===== config.mk =====
export PLATFORM = sky130hd
export DESIGN_NAME = dbg_top
export DESIGN_NICKNAME = d
export VERILOG_FILES = /design/src/hw/dbg_pkg.sv /design/src/hw/dbg_cmd_capture.sv /design/src/hw/dbg_fifo.sv /design/src/hw/dbg_core.sv /design/src/hw/dbg_top.sv
export SDC_FILE = /design/constraint.sdc
export NUM_CORES = 2
export LEC_CHECK = 0
export ABC_AREA = 1
export BUFFER_PORTS_ARGS = -buffer_cell sky130_fd_sc_hd__buf_4
export CAP_MARGIN = 20
export CORE_ASPECT_RATIO = 0.5
export CORE_MARGIN = 5
export CORE_UTILIZATION = 30
export DETAILED_ROUTE_END_ITERATION = 16
export PLACE_DENSITY = 0.51
export SETUP_SLACK_MARGIN = 0.4
export SKIP_LAST_GASP = 1
export SLEW_MARGIN = 20
export SYNTH_ARGS = -nofsm -noshare
export SYNTH_HDL_FRONTEND = slang
export SYNTH_SLANG_ARGS = --single-unit

===== constraint.sdc =====
create_clock -name clk -period 14.84 [get_ports clk]
set_clock_uncertainty 0.1 [all_clocks]
set_input_delay 1.484 -clock clk [delete_from_list [all_inputs] [get_ports clk]]
set_output_delay 1.484 -clock clk [all_outputs]
set_load 0.01 [all_outputs]

===== src/hw/dbg_pkg.sv =====
package dbg_pkg;

   ////////////////////////////////////////
   // Widths and depths
   ////////////////////////////////////////

   // Register width
   localparam int word_w = 32;
   // Instruction word as shifted in on mosi
   localparam int instr_w = 25;
   // Register select, sixteen registers
   localparam int sel_w = 4;
   localparam int num_regs = 2 ** sel_w;
   // Command queue depth
   localparam int fifo_depth = 8;

   ////////////////////////////////////////
   // Instruction fields
   ////////////////////////////////////////

   localparam int op_w    = 3;
   localparam int op_msb  = 24;
   localparam int op_lsb  = 22;
   localparam int rd_msb  = 21;
   localparam int rd_lsb  = 18;
   localparam int rs_msb  = 17;
   localparam int rs_lsb  = 14;
   localparam int imm_w   = 14;
   localparam int imm_msb = 13;
   localparam int imm_lsb = 0;
   // Second source inside imm, register-register ops only
   localparam int rt_msb  = 3;
   localparam int rt_lsb  = 0;
   // Shift amount inside imm
   localparam int sh_w    = 5;
   localparam int sh_msb  = 4;
   localparam int sh_lsb  = 0;

   // Opcodes, 5 and 6 are no-ops
   localparam logic [op_w-1:0] op_addi = 3'd0;
   localparam logic [op_w-1:0] op_add  = 3'd1;
   localparam logic [op_w-1:0] op_sub  = 3'd2;
   localparam logic [op_w-1:0] op_xor  = 3'd3;
   localparam logic [op_w-1:0] op_shl  = 3'd4;
   localparam logic [op_w-1:0] op_halt = 3'd7;

   // Queue payload
   typedef logic [instr_w-1:0] instr_t;

endpackage


===== src/hw/dbg_cmd_capture.sv =====
`timescale 1ns/1ps

module dbg_cmd_capture (
   input  logic                        clk,
   input  logic                        rst_n,
   input  logic                        sclk,
   input  logic [dbg_pkg::instr_w-1:0] mosi,
   input  logic                        cmd_ready,
   output logic                        cmd_valid,
   output logic [dbg_pkg::instr_w-1:0] cmd_data,
   output logic                        overrun
);

   // Strobe synchronizer plus one flop for edge detection
   logic                        sclk_s1;
   logic                        sclk_s2;
   logic                        sclk_s3;
   // Data synchronizer
   logic [dbg_pkg::instr_w-1:0] mosi_s1;
   logic [dbg_pkg::instr_w-1:0] mosi_s2;
   // Rising edge, raw and registered
   logic                        sclk_rise;
   logic                        sclk_rise_q;

   ////////////////////////////////////////
   // Synchronizers and edge detect
   ////////////////////////////////////////

   always_ff @(posedge clk) begin
      if (!rst_n) begin
         sclk_s1     <= 1'b0;
         sclk_s2     <= 1'b0;
         sclk_s3     <= 1'b0;
         sclk_rise_q <= 1'b0;
      end else begin
         sclk_s1     <= sclk;
         sclk_s2     <= sclk_s1;
         sclk_s3     <= sclk_s2;
         sclk_rise_q <= sclk_rise;
      end
   end

   // Data path, sampled alongside the strobe
   always_ff @(posedge clk) begin
      mosi_s1 <= mosi;
      mosi_s2 <= mosi_s1;
   end

   // High for one cycle on a synchronized low-to-high
   assign sclk_rise = sclk_s2 & ~sclk_s3;

   ////////////////////////////////////////
   // Holding register
   ////////////////////////////////////////

   always_ff @(posedge clk) begin
      if (!rst_n) begin
         cmd_valid <= 1'b0;
         overrun   <= 1'b0;
      end else if (sclk_rise_q) begin
         // Held word still waiting, drop the new one
         if (cmd_valid && !cmd_ready) begin
            overrun <= 1'b1;
         end else begin
            cmd_valid <= 1'b1;
         end
      end else if (cmd_ready) begin
         cmd_valid <= 1'b0;
      end
   end

   // Word loads whenever the slot is free or draining this cycle
   always_ff @(posedge clk) begin
      if (sclk_rise_q && (!cmd_valid || cmd_ready)) begin
         cmd_data <= mosi_s2;
      end
   end

endmodule


===== src/hw/dbg_fifo.sv =====
`timescale 1ns/1ps

module dbg_fifo #(
   parameter type payload_t = logic [7:0],
   parameter int  depth     = 4
) (
   input  logic     clk,
   input  logic     rst_n,
   input  logic     in_valid,
   input  payload_t in_data,
   input  logic     out_ready,
   output logic     in_ready,
   output logic     out_valid,
   output payload_t out_data
);

   // Pointer and count sizing, depth need not be a power of two
   localparam int ptr_w = (depth > 1) ? $clog2(depth) : 1;
   localparam int cnt_w = $clog2(depth + 1);
   localparam logic [ptr_w-1:0] last_ptr = ptr_w'(depth - 1);
   localparam logic [cnt_w-1:0] full_cnt = cnt_w'(depth);

   payload_t         mem [depth];
   logic [ptr_w-1:0] wr_ptr;
   logic [ptr_w-1:0] rd_ptr;
   logic [cnt_w-1:0] count;
   logic             push;
   logic             pop;

   // Handshakes on both sides
   assign in_ready  = (count != full_cnt);
   assign out_valid = (count != '0);
   assign push      = in_valid & in_ready;
   assign pop       = out_valid & out_ready;

   // Head of queue, read straight from storage
   assign out_data = mem[rd_ptr];

   always_ff @(posedge clk) begin
      if (push) begin
         mem[wr_ptr] <= in_data;
      end
   end

   ////////////////////////////////////////
   // Pointers and occupancy
   ////////////////////////////////////////

   always_ff @(posedge clk) begin
      if (!rst_n) begin
         wr_ptr <= '0;
         rd_ptr <= '0;
         count  <= '0;
      end else begin
         if (push) begin
            wr_ptr <= (wr_ptr == last_ptr) ? '0 : wr_ptr + 1'b1;
         end
         if (pop) begin
            rd_ptr <= (rd_ptr == last_ptr) ? '0 : rd_ptr + 1'b1;
         end
         // Simultaneous push and pop leaves count alone
         if (push && !pop) begin
            count <= count + 1'b1;
         end else if (pop && !push) begin
            count <= count - 1'b1;
         end
      end
   end

endmodule


===== src/hw/dbg_core.sv =====
`timescale 1ns/1ps

module dbg_core (
   input  logic                        clk,
   input  logic                        rst_n,
   input  logic                        exe_valid,
   input  logic [dbg_pkg::instr_w-1:0] exe_data,
   input  logic                        step,
   input  logic                        resume,
   input  logic [dbg_pkg::sel_w-1:0]   rd_sel,
   output logic                        exe_ready,
   output logic [dbg_pkg::word_w-1:0]  miso,
   output logic                        halt
);

   // Control pin synchronizers and edge detect
   logic                        step_s1;
   logic                        step_s2;
   logic                        step_s3;
   logic                        step_rise_q;
   logic                        resume_s1;
   logic                        resume_s2;
   logic                        resume_s3;
   logic                        resume_rise_q;
   // One pending step while halted
   logic                        credit;
   logic                        accept;
   // Decoded fields
   logic [dbg_pkg::op_w-1:0]    opcode;
   logic [dbg_pkg::sel_w-1:0]   rd;
   logic [dbg_pkg::sel_w-1:0]   rs;
   logic [dbg_pkg::sel_w-1:0]   rt;
   logic [dbg_pkg::imm_w-1:0]   imm;
   logic [dbg_pkg::sh_w-1:0]    shamt;
   logic [dbg_pkg::word_w-1:0]  imm_ext;
   logic [dbg_pkg::word_w-1:0]  rs_val;
   logic [dbg_pkg::word_w-1:0]  rt_val;
   logic [dbg_pkg::word_w-1:0]  result;
   logic                        wr_en;
   // Register file, entry 0 never written
   logic [dbg_pkg::word_w-1:0]  regs [dbg_pkg::num_regs];

   ////////////////////////////////////////
   // Step and resume edges
   ////////////////////////////////////////

   always_ff @(posedge clk) begin
      if (!rst_n) begin
         step_s1       <= 1'b0;
         step_s2       <= 1'b0;
         step_s3       <= 1'b0;
         step_rise_q   <= 1'b0;
         resume_s1     <= 1'b0;
         resume_s2     <= 1'b0;
         resume_s3     <= 1'b0;
         resume_rise_q <= 1'b0;
      end else begin
         step_s1       <= step;
         step_s2       <= step_s1;
         step_s3       <= step_s2;
         step_rise_q   <= step_s2 & ~step_s3;
         resume_s1     <= resume;
         resume_s2     <= resume_s1;
         resume_s3     <= resume_s2;
         resume_rise_q <= resume_s2 & ~resume_s3;
      end
   end

   // Running, or halted with a step granted
   assign exe_ready = ~halt | credit;
   assign accept    = exe_valid & exe_ready;

   always_ff @(posedge clk) begin
      if (!rst_n) begin
         halt   <= 1'b0;
         credit <= 1'b0;
      end else begin
         // Halt instruction wins over a same-cycle resume
         if (accept && opcode == dbg_pkg::op_halt) begin
            halt <= 1'b1;
         end else if (resume_rise_q) begin
            halt <= 1'b0;
         end
         // Credit saturates at one, only meaningful while halted
         if (resume_rise_q || !halt) begin
            credit <= 1'b0;
         end else if (step_rise_q) begin
            credit <= 1'b1;
         end else if (accept) begin
            credit <= 1'b0;
         end
      end
   end

   ////////////////////////////////////////
   // Decode and execute
   ////////////////////////////////////////

   assign opcode  = exe_data[dbg_pkg::op_msb:dbg_pkg::op_lsb];
   assign rd      = exe_data[dbg_pkg::rd_msb:dbg_pkg::rd_lsb];
   assign rs      = exe_data[dbg_pkg::rs_msb:dbg_pkg::rs_lsb];
   assign imm     = exe_data[dbg_pkg::imm_msb:dbg_pkg::imm_lsb];
   assign rt      = imm[dbg_pkg::rt_msb:dbg_pkg::rt_lsb];
   assign shamt   = imm[dbg_pkg::sh_msb:dbg_pkg::sh_lsb];
   assign imm_ext = {{(dbg_pkg::word_w - dbg_pkg::imm_w){1'b0}}, imm};
   assign rs_val  = regs[rs];
   assign rt_val  = regs[rt];

   always_comb begin
      result = '0;
      wr_en  = 1'b1;
      case (opcode)
         dbg_pkg::op_addi: result = rs_val + imm_ext;
         dbg_pkg::op_add:  result = rs_val + rt_val;
         dbg_pkg::op_sub:  result = rs_val - rt_val;
         dbg_pkg::op_xor:  result = rs_val ^ rt_val;
         dbg_pkg::op_shl:  result = rs_val << shamt;
         // Halt and the spare codes write nothing
         default:          wr_en  = 1'b0;
      endcase
   end

   always_ff @(posedge clk) begin
      if (!rst_n) begin
         for (int i = 0; i < dbg_pkg::num_regs; i++) begin
            regs[i] <= '0;
         end
      end else if (accept && wr_en && rd != '0) begin
         regs[rd] <= result;
      end
   end

   // Readback port
   assign miso = regs[rd_sel];

endmodule


===== src/hw/dbg_top.sv =====
`timescale 1ns/1ps

module dbg_top (
   input  logic                        clk,
   input  logic                        rst_n,
   input  logic                        sclk,
   input  logic [dbg_pkg::instr_w-1:0] mosi,
   input  logic                        step,
   input  logic                        resume,
   input  logic [dbg_pkg::sel_w-1:0]   rd_sel,
   output logic [dbg_pkg::word_w-1:0]  miso,
   output logic                        halt,
   output logic                        overrun
);

   // Capture to queue
   logic            cmd_valid;
   logic            cmd_ready;
   dbg_pkg::instr_t cmd_data;
   // Queue to core
   logic            exe_valid;
   logic            exe_ready;
   dbg_pkg::instr_t exe_data;

   dbg_cmd_capture capture_inst (
      .clk       (clk),
      .rst_n     (rst_n),
      .sclk      (sclk),
      .mosi      (mosi),
      .cmd_ready (cmd_ready),
      .cmd_valid (cmd_valid),
      .cmd_data  (cmd_data),
      .overrun   (overrun)
   );

   dbg_fifo #(
      .payload_t (dbg_pkg::instr_t),
      .depth     (dbg_pkg::fifo_depth)
   ) fifo_inst (
      .clk       (clk),
      .rst_n     (rst_n),
      .in_valid  (cmd_valid),
      .in_data   (cmd_data),
      .out_ready (exe_ready),
      .in_ready  (cmd_ready),
      .out_valid (exe_valid),
      .out_data  (exe_data)
   );

   dbg_core core_inst (
      .clk       (clk),
      .rst_n     (rst_n),
      .exe_valid (exe_valid),
      .exe_data  (exe_data),
      .step      (step),
      .resume    (resume),
      .rd_sel    (rd_sel),
      .exe_ready (exe_ready),
      .miso      (miso),
      .halt      (halt)
   );

endmodule


==> results <==
- The flow ran to the end, and the final reports show no timing, DRC or antenna violations.
- Setup repair after global routing left no endpoint under its margin.
- For this run the aggregate overflow at the end of global routing stands at 0.
- The tool flagged a number of max-cap violations equal to 0.
- The H-tree generated during clock tree synthesis spans 3 levels.
- In this run the worst hold path is classified as flip-flop to flip-flop.
- Using the TritonRoute via totals, the vias-per-cell ratio works out to 5.49.
- For this run, the total global-route usage over all layers was measured as ~22%.
- The clock period could shrink to roughly 9300 ps.
- Once routing completed, OpenROAD measured the worst setup slack at between 5000 and 6000 ps.
- The length of the first detailed-routing pass in iterations is 8.
- Measured against its own limit, the worst slew margin works out to 19.3%.
- The critical path contains buffers and inverters numbering 7 combined.
- The later pin in the worst-skew pair is clocked with a latency of roughly 710 ps.
- The die outline height is around 300 µm.
- The synthesized instance count is 6,290.
- Once the clock tree was built, the setup fixing pass inserted 0 buffers.
- The clock root buffer master is sky130_fd_sc_hd__clkbuf_16.
- After synthesis the netlist holds a flip-flop and latch count of between 800 and 900.
- For this run, the slowest stage of the critical path takes between 700 and 800 ps.
- OpenSTA, run right after detailed placement, puts the worst setup slack at 5950 ps.
- The maximum net fanout on the critical path is 64.
- The number of enable flip-flop cells after synthesis is between 700 and 800.
- Clock-pin slew was measured on the worst setup and hold paths at 60 ps.
- After synthesis the cells add up to 0.0498 mm².
- The fraction of final layout cells sized beyond drive strength 1 is 7.75%.
- The count of different cell masters after synthesis is 62.
- In this design, the critical path's most frequently occurring cell is sky130_fd_sc_hd__nand2_1.
- Derived from the worst setup path, the maximum achievable clock frequency is approximately 110 MHz.
- The number of placed instances, taps included, is a little over 8,000.
- The final hold violation count is 0.
- The initial standard-cell utilization of the core is 30.3%.
- Dividing the detail-routed wire length by the instance count gives approximately 24 µm.
- Clock tree synthesis found a total of 816 sinks.
- The final core utilization is between 30 and 40%.
- Registers take 0.0237 mm².
- The commonest non-fill, non-tap cell in the layout is sky130_fd_sc_hd__nand2_1.
- The layout has 17,400 filler cells.
- The number of nets in the layout is 6,189.
- For this design the top-level I/O count stands at 68.
- After legalization and detailed placement, the total HPWL measured 117 mm.
- The standard cell with the maximum stage delay on the critical path is sky130_fd_sc_hd__inv_4.
- The number of placement rows is 105.
- The synthesis warning total is 0.
- The critical path data required time is approximately 15,000 ps.
- The async set-reset flop share out of synthesis is 0%.
- The layout overhead on the synthesized area is 10.1%.
- The final period utilization is 62.4%.
- The initial antenna violation count was 3.
- The top cell types in the final layout, fill and taps aside, are 1,198 x sky130_fd_sc_hd__nand2_1, 791 x sky130_fd_sc_hd__nand3_1, 737 x sky130_fd_sc_hd__edfxtp_1, 711 x sky130_fd_sc_hd__a21oi_1, 636 x sky130_fd_sc_hd__inv_1.
- The most used flip-flop cell after synthesis is sky130_fd_sc_hd__edfxtp_1.
- The detail route stage leaves a number of antenna-violating nets equal to 0.
- In this run the standard cell core region covers 0.164 mm².
- After the first detailed-routing iteration, the DRC count stood at 6,083.
- The post-cts repair resize count is 0.
- Hold repair after CTS inserted 0 buffers.
- The x dimension of the die is slightly below 600 µm.
- The routed design has 202 mm of wire.
- The total of buffers placed on input and output ports is 67.
- The max-slew violation count is 0.
- The first-pass GRT wire length is 290 mm.
- TritonCTS built the clock tree.
- The routability congestion estimate is 0.938.
- The die covers 0.175 mm².
- Averaged over all synthesized cells, the footprint is 7.92 µm².
- The routed layout has 46,000 vias.
- Among cell families on the critical path, the largest total delay comes from buffers and inverters.
- The total area of multi-input combinational cells is ~0.021 mm².
- In this run, CTS created clock tree buffers numbering 88.
- The final standard cell count with taps included and fillers excluded is 8,373.
- The via count of the first global-routing pass came to 42,000.
- Setup violations remaining at the end of the flow were counted as 0.
- For the worst setup path, the data arrival time is 9560 ps.
- The largest buffer count on any clock path is 3.
- The portion of the post-synthesis area used by sequential elements is 47.6%.
- In the routed design, unresolved DRC markers number 0.
- The final total negative setup slack is 0 ps.
- The nature of the critical path endpoint is a flip-flop.
- The classification of the worst setup path is flip-flop to flip-flop.
- Entering global routing, the biggest net connects 230 pins.
- At the pin with the least slew margin, the transition time is 1210 ps.
- STA classifies the critical path startpoint as a flip-flop.
-- cells by family after synthesis --
logic type | synth area share (%)
compound gates | 18.7
xor+xnor | 0.299
fa+ha+maj | 1.16
buf+inv | 9.92
flops | 47.6
other cells | 0.00752
simple gates | 22.3
-- per-stage QoR --
step | cell area, µm² | hold WS [ps]
2_1_floorplan | 50000 | 210
3_3_place_gp | 51800 | 212
3_5_place_dp | 51800 | 212
4_1_cts | 54900 | 227
5_1_grt | 54900 | 234
6_report | 54900 | 225
-- worst paths after layout --
| kind | slack (ps) | startpoint | cells after the start | endpoint |
|---|---|---|---|---|
| worst min-delay path | 230 | capture_inst.mosi_s1[0] | 0 | capture_inst.mosi_s2[0] |
| worst max-delay path | 5580 | flip-flop | 31 | core_inst.regs[1][21] |
| worst max register to register | 5580 | flip-flop | 31 | core_inst.regs[1][21] |
| worst min register to register | 230 | capture_inst.mosi_s1[0] | 0 | capture_inst.mosi_s2[0] |
-- synthesized netlist by cell type, types with 49 or more instances --
master,n,area [µm²]
sky130_fd_sc_hd__a21oi_1,711,3560
sky130_fd_sc_hd__buf_1,49,184
sky130_fd_sc_hd__buf_2,191,956
sky130_fd_sc_hd__clkbuf_1,171,642
sky130_fd_sc_hd__dfxtp_1,79,1580
sky130_fd_sc_hd__edfxtp_1,737,22100
sky130_fd_sc_hd__inv_1,641,2410
sky130_fd_sc_hd__nand2_1,1219,4580
sky130_fd_sc_hd__nand3_1,791,3960
sky130_fd_sc_hd__nor2_1,486,1820
sky130_fd_sc_hd__o211ai_1,207,1550
sky130_fd_sc_hd__o21ai_0,544,2720
-- layer usage --
metal | part of all wire, % | routed length [µm] | global-route usage [%]
met1 | 43 | 86400 | 31.4
met2 | 43 | 87300 | 33.9
met3 | 10 | 20200 | 4.03
met4 | 3.8 | 7670 | 7.92
met5 | 0 | 0 | 0
-- final cells by class --
| class | instances | area share (%) |
|---|---|---|
| clock inverters | 47 | 1.04 |
| diodes | 1 | 0.00456 |
| inverters | 676 | 4.63 |
| repair buffers | 179 | 2.54 |
| clock buffers | 112 | 4.53 |
| flip-flops and latches | 816 | 43.2 |
| well taps | 2193 | 5.00 |
| multi-input cells | 4349 | 39.0 |
-- registers in the layout, indices dropped and copies added (netlist names), 3 cells and up, named ones only --
signal                 cells
fifo_inst.rd_ptr           3
fifo_inst.wr_ptr           3
core_inst.regs           512
capture_inst.cmd_data     25
capture_inst.mosi_s2      25
fifo_inst.mem            200
fifo_inst.count            4
capture_inst.mosi_s1      25
Power is left out: the tool's default activity adds up to more than one toggle a clock period on the data nets, which glitch-free logic cannot reach.
